==> src/verilog/video_pkg.sv <==
//////////////////////////////////////////////////
// video pattern package
// register map, colours, grid geometry and widths
//////////////////////////////////////////////////

package video_pkg;

	// widths
	localparam int coord_w = 10;
	localparam int cell_addr_w = 11;

	typedef logic [coord_w-1:0] coord_t;
	typedef logic [cell_addr_w-1:0] cell_addr_t;
	typedef logic [23:0] rgb_t;

	//////////////////////////////////////////////////
	// bridge register map
	localparam logic [31:0] addr_anim_en = 32'h0010_0000;
	localparam logic [31:0] addr_debug = 32'h0010_0004;
	localparam logic [31:0] addr_square_x = 32'h0020_0000;
	localparam logic [31:0] addr_square_y = 32'h0020_0004;
	localparam logic [31:0] addr_scratch = 32'h0030_0000;
	localparam logic [31:0] addr_cell_write = 32'h0040_0000;
	localparam logic [31:0] addr_chan_en = 32'h00F0_000C;
	// command addresses, write only
	localparam logic [31:0] addr_reset_square = 32'h00F0_0010;
	localparam logic [31:0] addr_reset_frame = 32'h00F0_0014;
	localparam logic [31:0] addr_incr_frame = 32'h00F0_0018;
	localparam logic [31:0] addr_frame_count = 32'h2000_0000;

	localparam logic [31:0] debug_reset_value = 32'h1200_5678;

	// colours
	localparam rgb_t black = 24'h000000;
	localparam rgb_t white = 24'hFFFFFF;
	localparam rgb_t red = 24'hFF0000;
	localparam rgb_t green = 24'h00FF00;
	localparam rgb_t blue = 24'h0000FF;
	localparam rgb_t magenta = 24'hFF00FF;

	// 8x8 pixel cells over 320x240
	localparam int grid_cols = 40;
	localparam int grid_rows = 30;
	localparam int grid_cells = grid_cols * grid_rows;
	localparam int cell_shift = 3;

	// cont1_key bits
	localparam int key_up = 0;
	localparam int key_down = 1;
	localparam int key_left = 2;
	localparam int key_right = 3;
	localparam int key_a = 4;
	localparam int key_b = 5;

endpackage
==> src/verilog/pattern_core.sv <==
//////////////////////////////////////////////////
// test pattern video core
// bridge registers, timing, movable square and
// cell grid mixed into one video stream
//////////////////////////////////////////////////

module pattern_core
	import video_pkg::*;
#(
	parameter int h_active = 320,
	parameter int h_total = 400,
	parameter int v_active = 240,
	parameter int v_total = 512,
	parameter int porch = 10,
	parameter int square_size = 50
) (
	input  logic        clk_74a,
	input  logic        reset_n,
	input  logic [31:0] bridge_addr,
	input  logic        bridge_rd,
	output logic [31:0] bridge_rd_data,
	input  logic        bridge_wr,
	input  logic [31:0] bridge_wr_data,
	input  logic [15:0] cont1_key,
	output rgb_t        video_rgb,
	output logic        video_de,
	output logic        video_hs,
	output logic        video_vs
);

	// register file outputs
	logic [2:0] chan_en;
	logic anim_en;
	logic square_x_load;
	logic square_y_load;
	coord_t new_x;
	coord_t new_y;
	logic square_reset;
	logic frame_reset;
	logic frame_incr;
	logic cell_we;
	cell_addr_t cell_waddr;
	logic cell_wdata;

	// timing and position
	coord_t visible_x;
	coord_t visible_y;
	logic active;
	logic line_start;
	logic frame_start;
	logic [15:0] frame_count;
	coord_t square_x;
	coord_t square_y;

	// grid read path
	cell_addr_t rd_addr;
	logic cell_state;

	bridge_regs u_bridge_regs (
		.clk_74a        (clk_74a),
		.reset_n        (reset_n),
		.bridge_addr    (bridge_addr),
		.bridge_rd      (bridge_rd),
		.bridge_wr      (bridge_wr),
		.bridge_wr_data (bridge_wr_data),
		.square_x       (square_x),
		.square_y       (square_y),
		.frame_count    (frame_count),
		.bridge_rd_data (bridge_rd_data),
		.chan_en        (chan_en),
		.anim_en        (anim_en),
		.square_x_load  (square_x_load),
		.square_y_load  (square_y_load),
		.new_x          (new_x),
		.new_y          (new_y),
		.square_reset   (square_reset),
		.frame_reset    (frame_reset),
		.frame_incr     (frame_incr),
		.cell_we        (cell_we),
		.cell_waddr     (cell_waddr),
		.cell_wdata     (cell_wdata)
	);

	frame_timing #(
		.h_active (h_active),
		.h_total  (h_total),
		.v_active (v_active),
		.v_total  (v_total),
		.porch    (porch)
	) u_frame_timing (
		.clk_74a     (clk_74a),
		.reset_n     (reset_n),
		.anim_en     (anim_en),
		.frame_reset (frame_reset),
		.frame_incr  (frame_incr),
		.visible_x   (visible_x),
		.visible_y   (visible_y),
		.active      (active),
		.line_start  (line_start),
		.frame_start (frame_start),
		.frame_count (frame_count)
	);

	square_ctrl #(
		.h_active    (h_active),
		.v_active    (v_active),
		.square_size (square_size)
	) u_square_ctrl (
		.clk_74a       (clk_74a),
		.reset_n       (reset_n),
		.cont1_key     (cont1_key),
		.frame_start   (frame_start),
		.square_x_load (square_x_load),
		.square_y_load (square_y_load),
		.new_x         (new_x),
		.new_y         (new_y),
		.square_reset  (square_reset),
		.square_x      (square_x),
		.square_y      (square_y)
	);

	cell_grid u_cell_grid (
		.clk_74a    (clk_74a),
		.reset_n    (reset_n),
		.cell_we    (cell_we),
		.cell_waddr (cell_waddr),
		.cell_wdata (cell_wdata),
		.rd_addr    (rd_addr),
		.cell_state (cell_state)
	);

	pixel_mixer #(
		.h_active    (h_active),
		.v_active    (v_active),
		.square_size (square_size)
	) u_pixel_mixer (
		.clk_74a     (clk_74a),
		.reset_n     (reset_n),
		.visible_x   (visible_x),
		.visible_y   (visible_y),
		.active      (active),
		.line_start  (line_start),
		.frame_start (frame_start),
		.square_x    (square_x),
		.square_y    (square_y),
		.cont1_key   (cont1_key),
		.chan_en     (chan_en),
		.cell_state  (cell_state),
		.rd_addr     (rd_addr),
		.video_rgb   (video_rgb),
		.video_de    (video_de),
		.video_hs    (video_hs),
		.video_vs    (video_vs)
	);

endmodule

==> src/verilog/pixel_mixer.sv <==
//////////////////////////////////////////////////
// pixel mixer
// square, debug borders and grid by priority,
// then channel mask, two register stages deep
//////////////////////////////////////////////////

module pixel_mixer
	import video_pkg::*;
#(
	parameter int h_active = 320,
	parameter int v_active = 240,
	parameter int square_size = 50
) (
	input  logic        clk_74a,
	input  logic        reset_n,
	input  coord_t      visible_x,
	input  coord_t      visible_y,
	input  logic        active,
	input  logic        line_start,
	input  logic        frame_start,
	input  coord_t      square_x,
	input  coord_t      square_y,
	input  logic [15:0] cont1_key,
	input  logic [2:0]  chan_en,
	input  logic        cell_state,
	output cell_addr_t  rd_addr,
	output rgb_t        video_rgb,
	output logic        video_de,
	output logic        video_hs,
	output logic        video_vs
);

	// stage 1, lined up with the grid read
	coord_t x_d;
	coord_t y_d;
	logic de_d;
	logic hs_d;
	logic vs_d;
	// square bounds, 11 bits so a far host placement cannot wrap
	logic [10:0] sq_x_end;
	logic [10:0] sq_y_end;
	logic in_square;
	logic in_inner;
	rgb_t layer_rgb;
	rgb_t masked_rgb;

	assign rd_addr = cell_addr_t'(visible_y >> cell_shift) * cell_addr_t'(grid_cols)
		+ cell_addr_t'(visible_x >> cell_shift);

	always_ff @(posedge clk_74a or negedge reset_n) begin
		if (!reset_n) begin
			de_d <= 1'b0;
			hs_d <= 1'b0;
			vs_d <= 1'b0;
		end else begin
			de_d <= active;
			hs_d <= line_start;
			vs_d <= frame_start;
		end
	end

	always_ff @(posedge clk_74a) begin
		x_d <= visible_x;
		y_d <= visible_y;
	end

	//////////////////////////////////////////////////
	// stage 2, layer select
	assign sq_x_end = 11'(square_x) + 11'(square_size);
	assign sq_y_end = 11'(square_y) + 11'(square_size);
	assign in_square = (x_d >= square_x) && (11'(x_d) < sq_x_end)
		&& (y_d >= square_y) && (11'(y_d) < sq_y_end);
	// interior is the square less its one pixel ring
	assign in_inner = (11'(x_d) > 11'(square_x)) && (11'(x_d) + 11'd1 < sq_x_end)
		&& (11'(y_d) > 11'(square_y)) && (11'(y_d) + 11'd1 < sq_y_end);

	always_comb begin
		if (in_square && !in_inner) begin
			layer_rgb = black;
		end else if (in_square) begin
			// face buttons recolour the interior
			if (cont1_key[key_a]) layer_rgb = magenta;
			else if (cont1_key[key_b]) layer_rgb = green;
			else layer_rgb = white;
		end else if (x_d == '0) begin
			layer_rgb = white;
		end else if (x_d == coord_t'(h_active - 1)) begin
			layer_rgb = green;
		end else if (y_d == '0) begin
			layer_rgb = red;
		end else if (y_d == coord_t'(v_active - 1)) begin
			layer_rgb = blue;
		end else begin
			layer_rgb = cell_state ? white : black;
		end
	end

	// chan_en bit 2 is red, bit 0 is blue
	assign masked_rgb = {layer_rgb[23:16] & {8{chan_en[2]}},
		layer_rgb[15:8] & {8{chan_en[1]}},
		layer_rgb[7:0] & {8{chan_en[0]}}};

	always_ff @(posedge clk_74a or negedge reset_n) begin
		if (!reset_n) begin
			video_rgb <= black;
			video_de <= 1'b0;
			video_hs <= 1'b0;
			video_vs <= 1'b0;
		end else begin
			// blanking is always black
			video_rgb <= de_d ? masked_rgb : black;
			video_de <= de_d;
			video_hs <= hs_d;
			video_vs <= vs_d;
		end
	end

endmodule

==> src/verilog/cell_grid.sv <==
//////////////////////////////////////////////////
// cell grid memory
// one bit per 8x8 cell, wiped after reset, host
// write port and a synchronous pixel read port
//////////////////////////////////////////////////

module cell_grid
	import video_pkg::*;
(
	input  logic       clk_74a,
	input  logic       reset_n,
	input  logic       cell_we,
	input  cell_addr_t cell_waddr,
	input  logic       cell_wdata,
	input  cell_addr_t rd_addr,
	output logic       cell_state
);

	logic mem [0:grid_cells-1];

	// clear sequencer state
	logic clr_busy;
	cell_addr_t clr_addr;

	always_ff @(posedge clk_74a or negedge reset_n) begin
		if (!reset_n) begin
			clr_busy <= 1'b1;
			clr_addr <= '0;
		end else if (clr_busy) begin
			// one cell per cycle, stop after the last
			if (clr_addr == cell_addr_t'(grid_cells - 1)) clr_busy <= 1'b0;
			clr_addr <= clr_addr + 1'b1;
		end
	end

	//////////////////////////////////////////////////
	// memory ports
	always_ff @(posedge clk_74a) begin
		// host writes are lost while clearing
		if (clr_busy) begin
			mem[clr_addr] <= 1'b0;
		end else if (cell_we && cell_waddr < cell_addr_t'(grid_cells)) begin
			mem[cell_waddr] <= cell_wdata;
		end
		// addresses past the grid read as clear
		if (rd_addr < cell_addr_t'(grid_cells)) begin
			cell_state <= mem[rd_addr];
		end else begin
			cell_state <= 1'b0;
		end
	end

endmodule

==> src/verilog/square_ctrl.sv <==
//////////////////////////////////////////////////
// square position control
// d-pad steps once per frame within the active
// area, host can place it or send it to centre
//////////////////////////////////////////////////

module square_ctrl
	import video_pkg::*;
#(
	parameter int h_active = 320,
	parameter int v_active = 240,
	parameter int square_size = 50
) (
	input  logic        clk_74a,
	input  logic        reset_n,
	input  logic [15:0] cont1_key,
	input  logic        frame_start,
	input  logic        square_x_load,
	input  logic        square_y_load,
	input  coord_t      new_x,
	input  coord_t      new_y,
	input  logic        square_reset,
	output coord_t      square_x,
	output coord_t      square_y
);

	localparam coord_t max_x = coord_t'(h_active - square_size);
	localparam coord_t max_y = coord_t'(v_active - square_size);
	localparam coord_t centre_x = coord_t'((h_active - square_size) / 2);
	localparam coord_t centre_y = coord_t'((v_active - square_size) / 2);

	coord_t step_x;
	coord_t step_y;

	// next position if this were a frame_start cycle
	// right and down win when opposite keys are held
	always_comb begin
		step_x = square_x;
		step_y = square_y;
		if (cont1_key[key_left] && square_x > '0) step_x = square_x - 1'b1;
		if (cont1_key[key_right] && square_x < max_x) step_x = square_x + 1'b1;
		if (cont1_key[key_up] && square_y > '0) step_y = square_y - 1'b1;
		if (cont1_key[key_down] && square_y < max_y) step_y = square_y + 1'b1;
	end

	always_ff @(posedge clk_74a or negedge reset_n) begin
		if (!reset_n) begin
			square_x <= centre_x;
			square_y <= centre_y;
		end else if (square_reset) begin
			square_x <= centre_x;
			square_y <= centre_y;
		end else begin
			// host load is taken as is, no clamp
			if (square_x_load) square_x <= new_x;
			else if (frame_start) square_x <= step_x;
			if (square_y_load) square_y <= new_y;
			else if (frame_start) square_y <= step_y;
		end
	end

endmodule

==> src/verilog/frame_timing.sv <==
//////////////////////////////////////////////////
// frame timing generator
// pixel and line counters, sync strobes, active
// window and the host visible frame counter
//////////////////////////////////////////////////

module frame_timing
	import video_pkg::*;
#(
	parameter int h_active = 320,
	parameter int h_total = 400,
	parameter int v_active = 240,
	parameter int v_total = 512,
	parameter int porch = 10
) (
	input  logic        clk_74a,
	input  logic        reset_n,
	input  logic        anim_en,
	input  logic        frame_reset,
	input  logic        frame_incr,
	output coord_t      visible_x,
	output coord_t      visible_y,
	output logic        active,
	output logic        line_start,
	output logic        frame_start,
	output logic [15:0] frame_count
);

	coord_t x_count;
	coord_t y_count;
	logic h_window;
	logic v_window;
	// up to two increments can land in one cycle
	logic [1:0] frame_step;

	always_ff @(posedge clk_74a or negedge reset_n) begin
		if (!reset_n) begin
			x_count <= '0;
			y_count <= '0;
		end else if (x_count == coord_t'(h_total - 1)) begin
			x_count <= '0;
			y_count <= (y_count == coord_t'(v_total - 1)) ? '0 : y_count + 1'b1;
		end else begin
			x_count <= x_count + 1'b1;
		end
	end

	// hs a few pixels after vs, both in the back porch
	assign frame_start = (x_count == '0) && (y_count == '0);
	assign line_start = (x_count == coord_t'(3));

	assign h_window = (x_count >= coord_t'(porch)) && (x_count < coord_t'(porch + h_active));
	assign v_window = (y_count >= coord_t'(porch)) && (y_count < coord_t'(porch + v_active));
	assign active = h_window && v_window;

	// wraps outside the window, only meaningful when active
	assign visible_x = x_count - coord_t'(porch);
	assign visible_y = y_count - coord_t'(porch);

	//////////////////////////////////////////////////
	// frame counter
	assign frame_step = 2'(frame_incr) + 2'(frame_start && anim_en);

	always_ff @(posedge clk_74a or negedge reset_n) begin
		if (!reset_n) begin
			frame_count <= '0;
		end else if (frame_reset) begin
			frame_count <= '0;
		end else begin
			frame_count <= frame_count + 16'(frame_step);
		end
	end

endmodule

==> src/verilog/bridge_regs.sv <==
//////////////////////////////////////////////////
// bridge register file
// host writes land in registers or one-cycle
// command pulses, reads come back a cycle later
//////////////////////////////////////////////////

module bridge_regs
	import video_pkg::*;
(
	input  logic        clk_74a,
	input  logic        reset_n,
	input  logic [31:0] bridge_addr,
	input  logic        bridge_rd,
	input  logic        bridge_wr,
	input  logic [31:0] bridge_wr_data,
	input  coord_t      square_x,
	input  coord_t      square_y,
	input  logic [15:0] frame_count,
	output logic [31:0] bridge_rd_data,
	output logic [2:0]  chan_en,
	output logic        anim_en,
	output logic        square_x_load,
	output logic        square_y_load,
	output coord_t      new_x,
	output coord_t      new_y,
	output logic        square_reset,
	output logic        frame_reset,
	output logic        frame_incr,
	output logic        cell_we,
	output cell_addr_t  cell_waddr,
	output logic        cell_wdata
);

	logic [31:0] debug_value;
	logic [31:0] scratch_value;
	// cell write word: [16] value, [15:8] row, [7:0] column
	logic [7:0] wr_row;
	logic [7:0] wr_col;
	logic cell_in_range;

	assign wr_row = bridge_wr_data[15:8];
	assign wr_col = bridge_wr_data[7:0];
	assign cell_in_range = (wr_row < 8'(grid_rows)) && (wr_col < 8'(grid_cols));

	//////////////////////////////////////////////////
	// write decode
	always_ff @(posedge clk_74a or negedge reset_n) begin
		if (!reset_n) begin
			chan_en <= 3'b111;
			anim_en <= 1'b1;
			debug_value <= debug_reset_value;
			scratch_value <= '0;
			square_x_load <= 1'b0;
			square_y_load <= 1'b0;
			square_reset <= 1'b0;
			frame_reset <= 1'b0;
			frame_incr <= 1'b0;
			cell_we <= 1'b0;
		end else begin
			// pulses drop after one cycle
			square_x_load <= 1'b0;
			square_y_load <= 1'b0;
			square_reset <= 1'b0;
			frame_reset <= 1'b0;
			frame_incr <= 1'b0;
			cell_we <= 1'b0;
			if (bridge_wr) begin
				case (bridge_addr)
					addr_square_x: square_x_load <= 1'b1;
					addr_square_y: square_y_load <= 1'b1;
					addr_chan_en: chan_en <= bridge_wr_data[2:0];
					addr_anim_en: anim_en <= bridge_wr_data[0];
					addr_debug: debug_value <= bridge_wr_data;
					addr_scratch: scratch_value <= bridge_wr_data;
					addr_reset_square: square_reset <= 1'b1;
					addr_reset_frame: frame_reset <= 1'b1;
					addr_incr_frame: frame_incr <= 1'b1;
					// out of range cells are ignored
					addr_cell_write: cell_we <= cell_in_range;
					default: ;
				endcase
			end
		end
	end

	// data that travels with the pulses
	always_ff @(posedge clk_74a) begin
		if (bridge_wr && bridge_addr == addr_square_x) begin
			new_x <= coord_t'(bridge_wr_data);
		end
		if (bridge_wr && bridge_addr == addr_square_y) begin
			new_y <= coord_t'(bridge_wr_data);
		end
		if (bridge_wr && bridge_addr == addr_cell_write) begin
			// row major linear index
			cell_waddr <= cell_addr_t'(wr_row) * cell_addr_t'(grid_cols)
				+ cell_addr_t'(wr_col);
			cell_wdata <= bridge_wr_data[16];
		end
	end

	//////////////////////////////////////////////////
	// read mux, one cycle latency
	always_ff @(posedge clk_74a or negedge reset_n) begin
		if (!reset_n) begin
			bridge_rd_data <= '0;
		end else if (bridge_rd) begin
			case (bridge_addr)
				addr_square_x: bridge_rd_data <= 32'(square_x);
				addr_square_y: bridge_rd_data <= 32'(square_y);
				addr_chan_en: bridge_rd_data <= 32'(chan_en);
				addr_anim_en: bridge_rd_data <= 32'(anim_en);
				addr_debug: bridge_rd_data <= debug_value;
				addr_scratch: bridge_rd_data <= scratch_value;
				addr_frame_count: bridge_rd_data <= 32'(frame_count);
				// unmapped and write-only addresses
				default: bridge_rd_data <= '0;
			endcase
		end
	end

endmodule

==> config.mk <==
export PLATFORM = sky130hd
export DESIGN_NAME = pattern_core
export DESIGN_NICKNAME = d
export VERILOG_FILES = /design/src/verilog/video_pkg.sv /design/src/verilog/pattern_core.sv /design/src/verilog/pixel_mixer.sv /design/src/verilog/cell_grid.sv /design/src/verilog/square_ctrl.sv /design/src/verilog/frame_timing.sv /design/src/verilog/bridge_regs.sv
export SDC_FILE = /design/constraint.sdc
export NUM_CORES = 2
export LEC_CHECK = 0
export BUFFER_PORTS_ARGS = -buffer_cell sky130_fd_sc_hd__buf_2
export CAP_MARGIN = 0
export CORE_MARGIN = 2
export CORE_UTILIZATION = 30
export CTS_CLUSTER_SIZE = 16
export DETAILED_ROUTE_END_ITERATION = 8
export MAX_ROUTING_LAYER = met4
export PLACE_DENSITY = 0.44
export SYNTH_ARGS = -nofsm -noshare
export SYNTH_HDL_FRONTEND = slang
export SYNTH_SLANG_ARGS = --single-unit
==> constraint.sdc <==
create_clock -name clk_74a -period 22 [get_ports clk_74a]
set_input_delay 1.1 -clock clk_74a [delete_from_list [all_inputs] [get_ports clk_74a]]
set_output_delay 1.1 -clock clk_74a [all_outputs]
set_load 0.01 [all_outputs]
==> impl_results.md <==
- Status: complete, no violations
- Vias in the first global route: 44100
- Leakage Power: 22.4 nW
- Async SR Flop Fraction: 0.127
- DRC viols: 0
- GRT Resource Usage Total: 0.207
- CP required: approximately 23 ns
- Core box area: 0.220 mm^2
- Final setup vio count: 0
- # IOs: 143
- RSZ-0062 raised after global routing: no
- Clock Latency Late Sink: about 0.83 ns
- CTS clock-pin slew for the worst setup and hold paths: 0.06 ns
- Via Count: approximately 45000
- Mean Syn Cell Area: 11.9 um^2
- Global-route wire length before repair: 326000 um
- Crit path cell chain: inv_1 > ha_1 > nand2b_1 > a21oi_1 > buf_4 > nor2_4 > inv_6 > buf_4 > buf_4 > mux4_2 > nand2_1 > nand4_1 > a32oi_1 > o32ai_1 > a22oi_1 > nand4b_1
- CP Buf/Inv Count: 5
- GPL Wtd Cong: 0.806
- Post-CTS sizing: 0
- Drt pass-1 iters: 5
- Hold Path Class: in -> async
- Area leader, netlist: edfxtp_1
- CP max-delay cell: a32oi_1
- Setup CP Type: reg -> reg
- Share of layout cells above drive strength 1: 0.141
- Setup TNS: 0 ns
- Most common cell on crit path: buf_4
- Synth Instances: 5569
- Worst-Margin Slew: between 1 and 1.5 ns
- CP delay by family, top: buffers and inverters
- Synth Area in XOR/XNOR: 0.0156
- Largest family of logic cells by synthesized area: simple AND/OR/NAND/NOR gates
- Post-Synth Simple-Gate Area: 0.151
- Final hold violations: 0
- Total congestion overflow: 0
- Setup Skew: approximately 0.035 ns
- CTS tree: yes
- Die Ht: 474 um
- Critical path arrival: 6.75 ns
- Drt total wl: around 230000 um
- Root Buffer: clkbuf_16
- Crit share post-route: 0.276
- Synth top cells by count: nor2_1, edfxtp_1, nand2_1
- CTS buffer count: 161
- Startpoint Class: register
- Fin. max-slew vios: 0
- Vias/cell: ~5.2
- Max frequency: 165 MHz
- Area post-placement: 0.0702 mm^2
- Distinct cells, synth: 89
- Die outline area: about 0.23 mm^2
- Largest buffer count on any clock path: 3
- Number of nets in the layout: 5764
- Dpl hpwl: 128000 um
- Pin count of the biggest net entering global routing: between 200 and 300
- MaxCap Viol Count: 0
- DR iter-0 viols: 5028
- Mux share of post-synthesis cell area: 0.0766
- CP Capture Type: register
- Cell area after synthesis: 0.0664 mm^2
- Port bufs: 132
- WL/cell: 26.5 um
- Synth top area share: 0.557
- Primary FF master, synth: edfxtp_1
- Rows: 172
- Rel. slew slack: 0.0612
- CTS H-Tree Depth: 4
- Post-synth EDFFs: 1232
- Seq cells post-synth: 1436
- Largest cells by area after synthesis: edfxtp_1, nor2_1, dfrtp_1
- Fillers: 21900
- Die width: approximately 470 um
- TritonCTS Sinks: around 1400
- Crit-path max FO: 36
- Peak VDD IR: around 0.086 mV
- Adder-Cell Fraction of Synth Area: 0.0245
- Yosys warns: 0
- Area grow syn2layout: 13.1%
- Post-route cell area: between 0.07 and 0.08 mm^2
- Synth Area in Compound Gates: 0.0633
- Initial Utilization: 0.302
- Most common cell in the netlist: nor2_1
- Syn Nets: between 5000 and 6000
- Crit-path max cell delay: just under 0.8 ns
- Seq/Total Area, Yosys: 0.633
- Initial antenna violation count: 9
- Final ANT Viol Nets: 0
- Post-CTS setup buffers: 0
- Tmin final: 6.07 ns
- Pwr Density: approximately 74 mW/mm^2
- Hold bufs inserted after CTS: 0
-- power breakdown --
| group | leakage (nW) | internal (mW) | switching (mW) |
|---|---|---|---|
| clock | 2.38 | 1.44 | 1.14 |
| sequential | 11.2 | 2.92 | 0.00746 |
| combinational | 8.91 | 0.0383 | 0.0518 |
| total | 22.4 | 4.40 | 1.19 |
-- cell families after synthesis --
logic type | count (synthesis)
compound gates | 609
fa+ha+maj | 126
buf+inv | 558
mux | 306
simple gates | 2419
xor+xnor | 115
flops | 1436
-- stage by stage --
step                hold WS (ns)  utilization  instances  setup WS (ns)  power, mW
floorplan                  0.331            -       5569           2.17       3.04
global placement           0.339        0.319       8349          16.16       3.08
detailed placement         0.335        0.319       8349          16.11       3.08
CTS                        0.257        0.342       8645          16.10       5.65
global route               0.296        0.342       8651          15.91       5.77
finish                     0.290        0.342       8653          15.93       5.59
-- layer usage --
metal | wire length [um] | GRT usage | share of wire | vias to the layer above
met2 | 110000 | 0.331 | 0.48 | 1369
met5 | 0 | - | 0 | -
met1 | 101000 | 0.280 | 0.44 | 23600
met4 | 4990 | 0.0509 | 0.022 | 0
met3 | 13200 | 0.0262 | 0.058 | 270
li1 | - | - | - | 20000
-- final timing paths --
kind	from	end	slack, ns	depth (start not counted)
setup reg to reg	u_frame_timing.x_count[2]	u_cell_grid.cell_state	15.93	16
min in group clk_74a	u_pixel_mixer.vs_d	u_pixel_mixer.video_vs	0.35	0
max in group asynchronous	reset_n	u_pixel_mixer.video_rgb[7]	20.41	2
setup / recovery	u_frame_timing.x_count[2]	u_cell_grid.cell_state	15.93	16
hold / removal	reset_n	u_bridge_regs.debug_value[22]	0.29	1
hold reg to reg	u_pixel_mixer.vs_d	u_pixel_mixer.video_vs	0.35	0
-- state kept, by name (all words and copies together), names as in the netlist, 10 cells and up --
signal and flops:
u_frame_timing.y_count 10, u_square_ctrl.square_x 10, u_bridge_regs.cell_waddr 11, u_cell_grid.mem 1200, u_frame_timing.frame_count 16, u_frame_timing.x_count 10
u_square_ctrl.square_y 10, u_bridge_regs.bridge_rd_data 32, u_bridge_regs.new_y 10, u_pixel_mixer.x_d 10, u_bridge_regs.debug_value 32, u_cell_grid.clr_addr 11
u_bridge_regs.new_x 10, u_pixel_mixer.y_d 10, u_bridge_regs.scratch_value 32
-- layout by cell type (no fill, tap or decap), types with 25 or more instances in the layout --
cell	synthesis	routed
clkbuf_16	0	164
a21o_1	29	29
dfrtp_1	158	158
mux2i_1	81	81
edfxtp_1	1232	1232
inv_1	105	104
ha_1	119	118
nand4_1	48	48
clkbuf_1	322	59
xnor2_1	68	66
o21ai_0	73	73
mux2_2	70	70
buf_4	44	133
xor2_1	45	44
nand2b_1	30	30
nand2_2	0	25
and3_1	37	36
buf_2	46	131
dfstp_2	25	25
a32oi_1	27	27
clkinv_1	1	33
mux4_2	153	153
a21oi_1	106	104
a22oi_1	66	66
nor2_1	1326	1317
a31oi_1	53	53
nor3_1	53	49
nand2_1	607	582
nand3_1	224	217
o22ai_1	51	49
-- area by class of cell --
| type | count | area, um^2 | share of cell area |
|---|---|---|---|
| timing repair buffer | 269 | 1750 | 0.0233 |
| clock buffer | 227 | 4380 | 0.0583 |
| clock inverter | 69 | 515 | 0.00686 |
| inverter | 111 | 440 | 0.00586 |
| tap | 2958 | 3700 | 0.0493 |
| antenna | 8 | 20.0 | 0.000267 |
| sequential | 1436 | 42000 | 0.560 |
| multi-input combinational | 3575 | 22300 | 0.297 |
No activity file was read; power rests on OpenSTA's default activity.
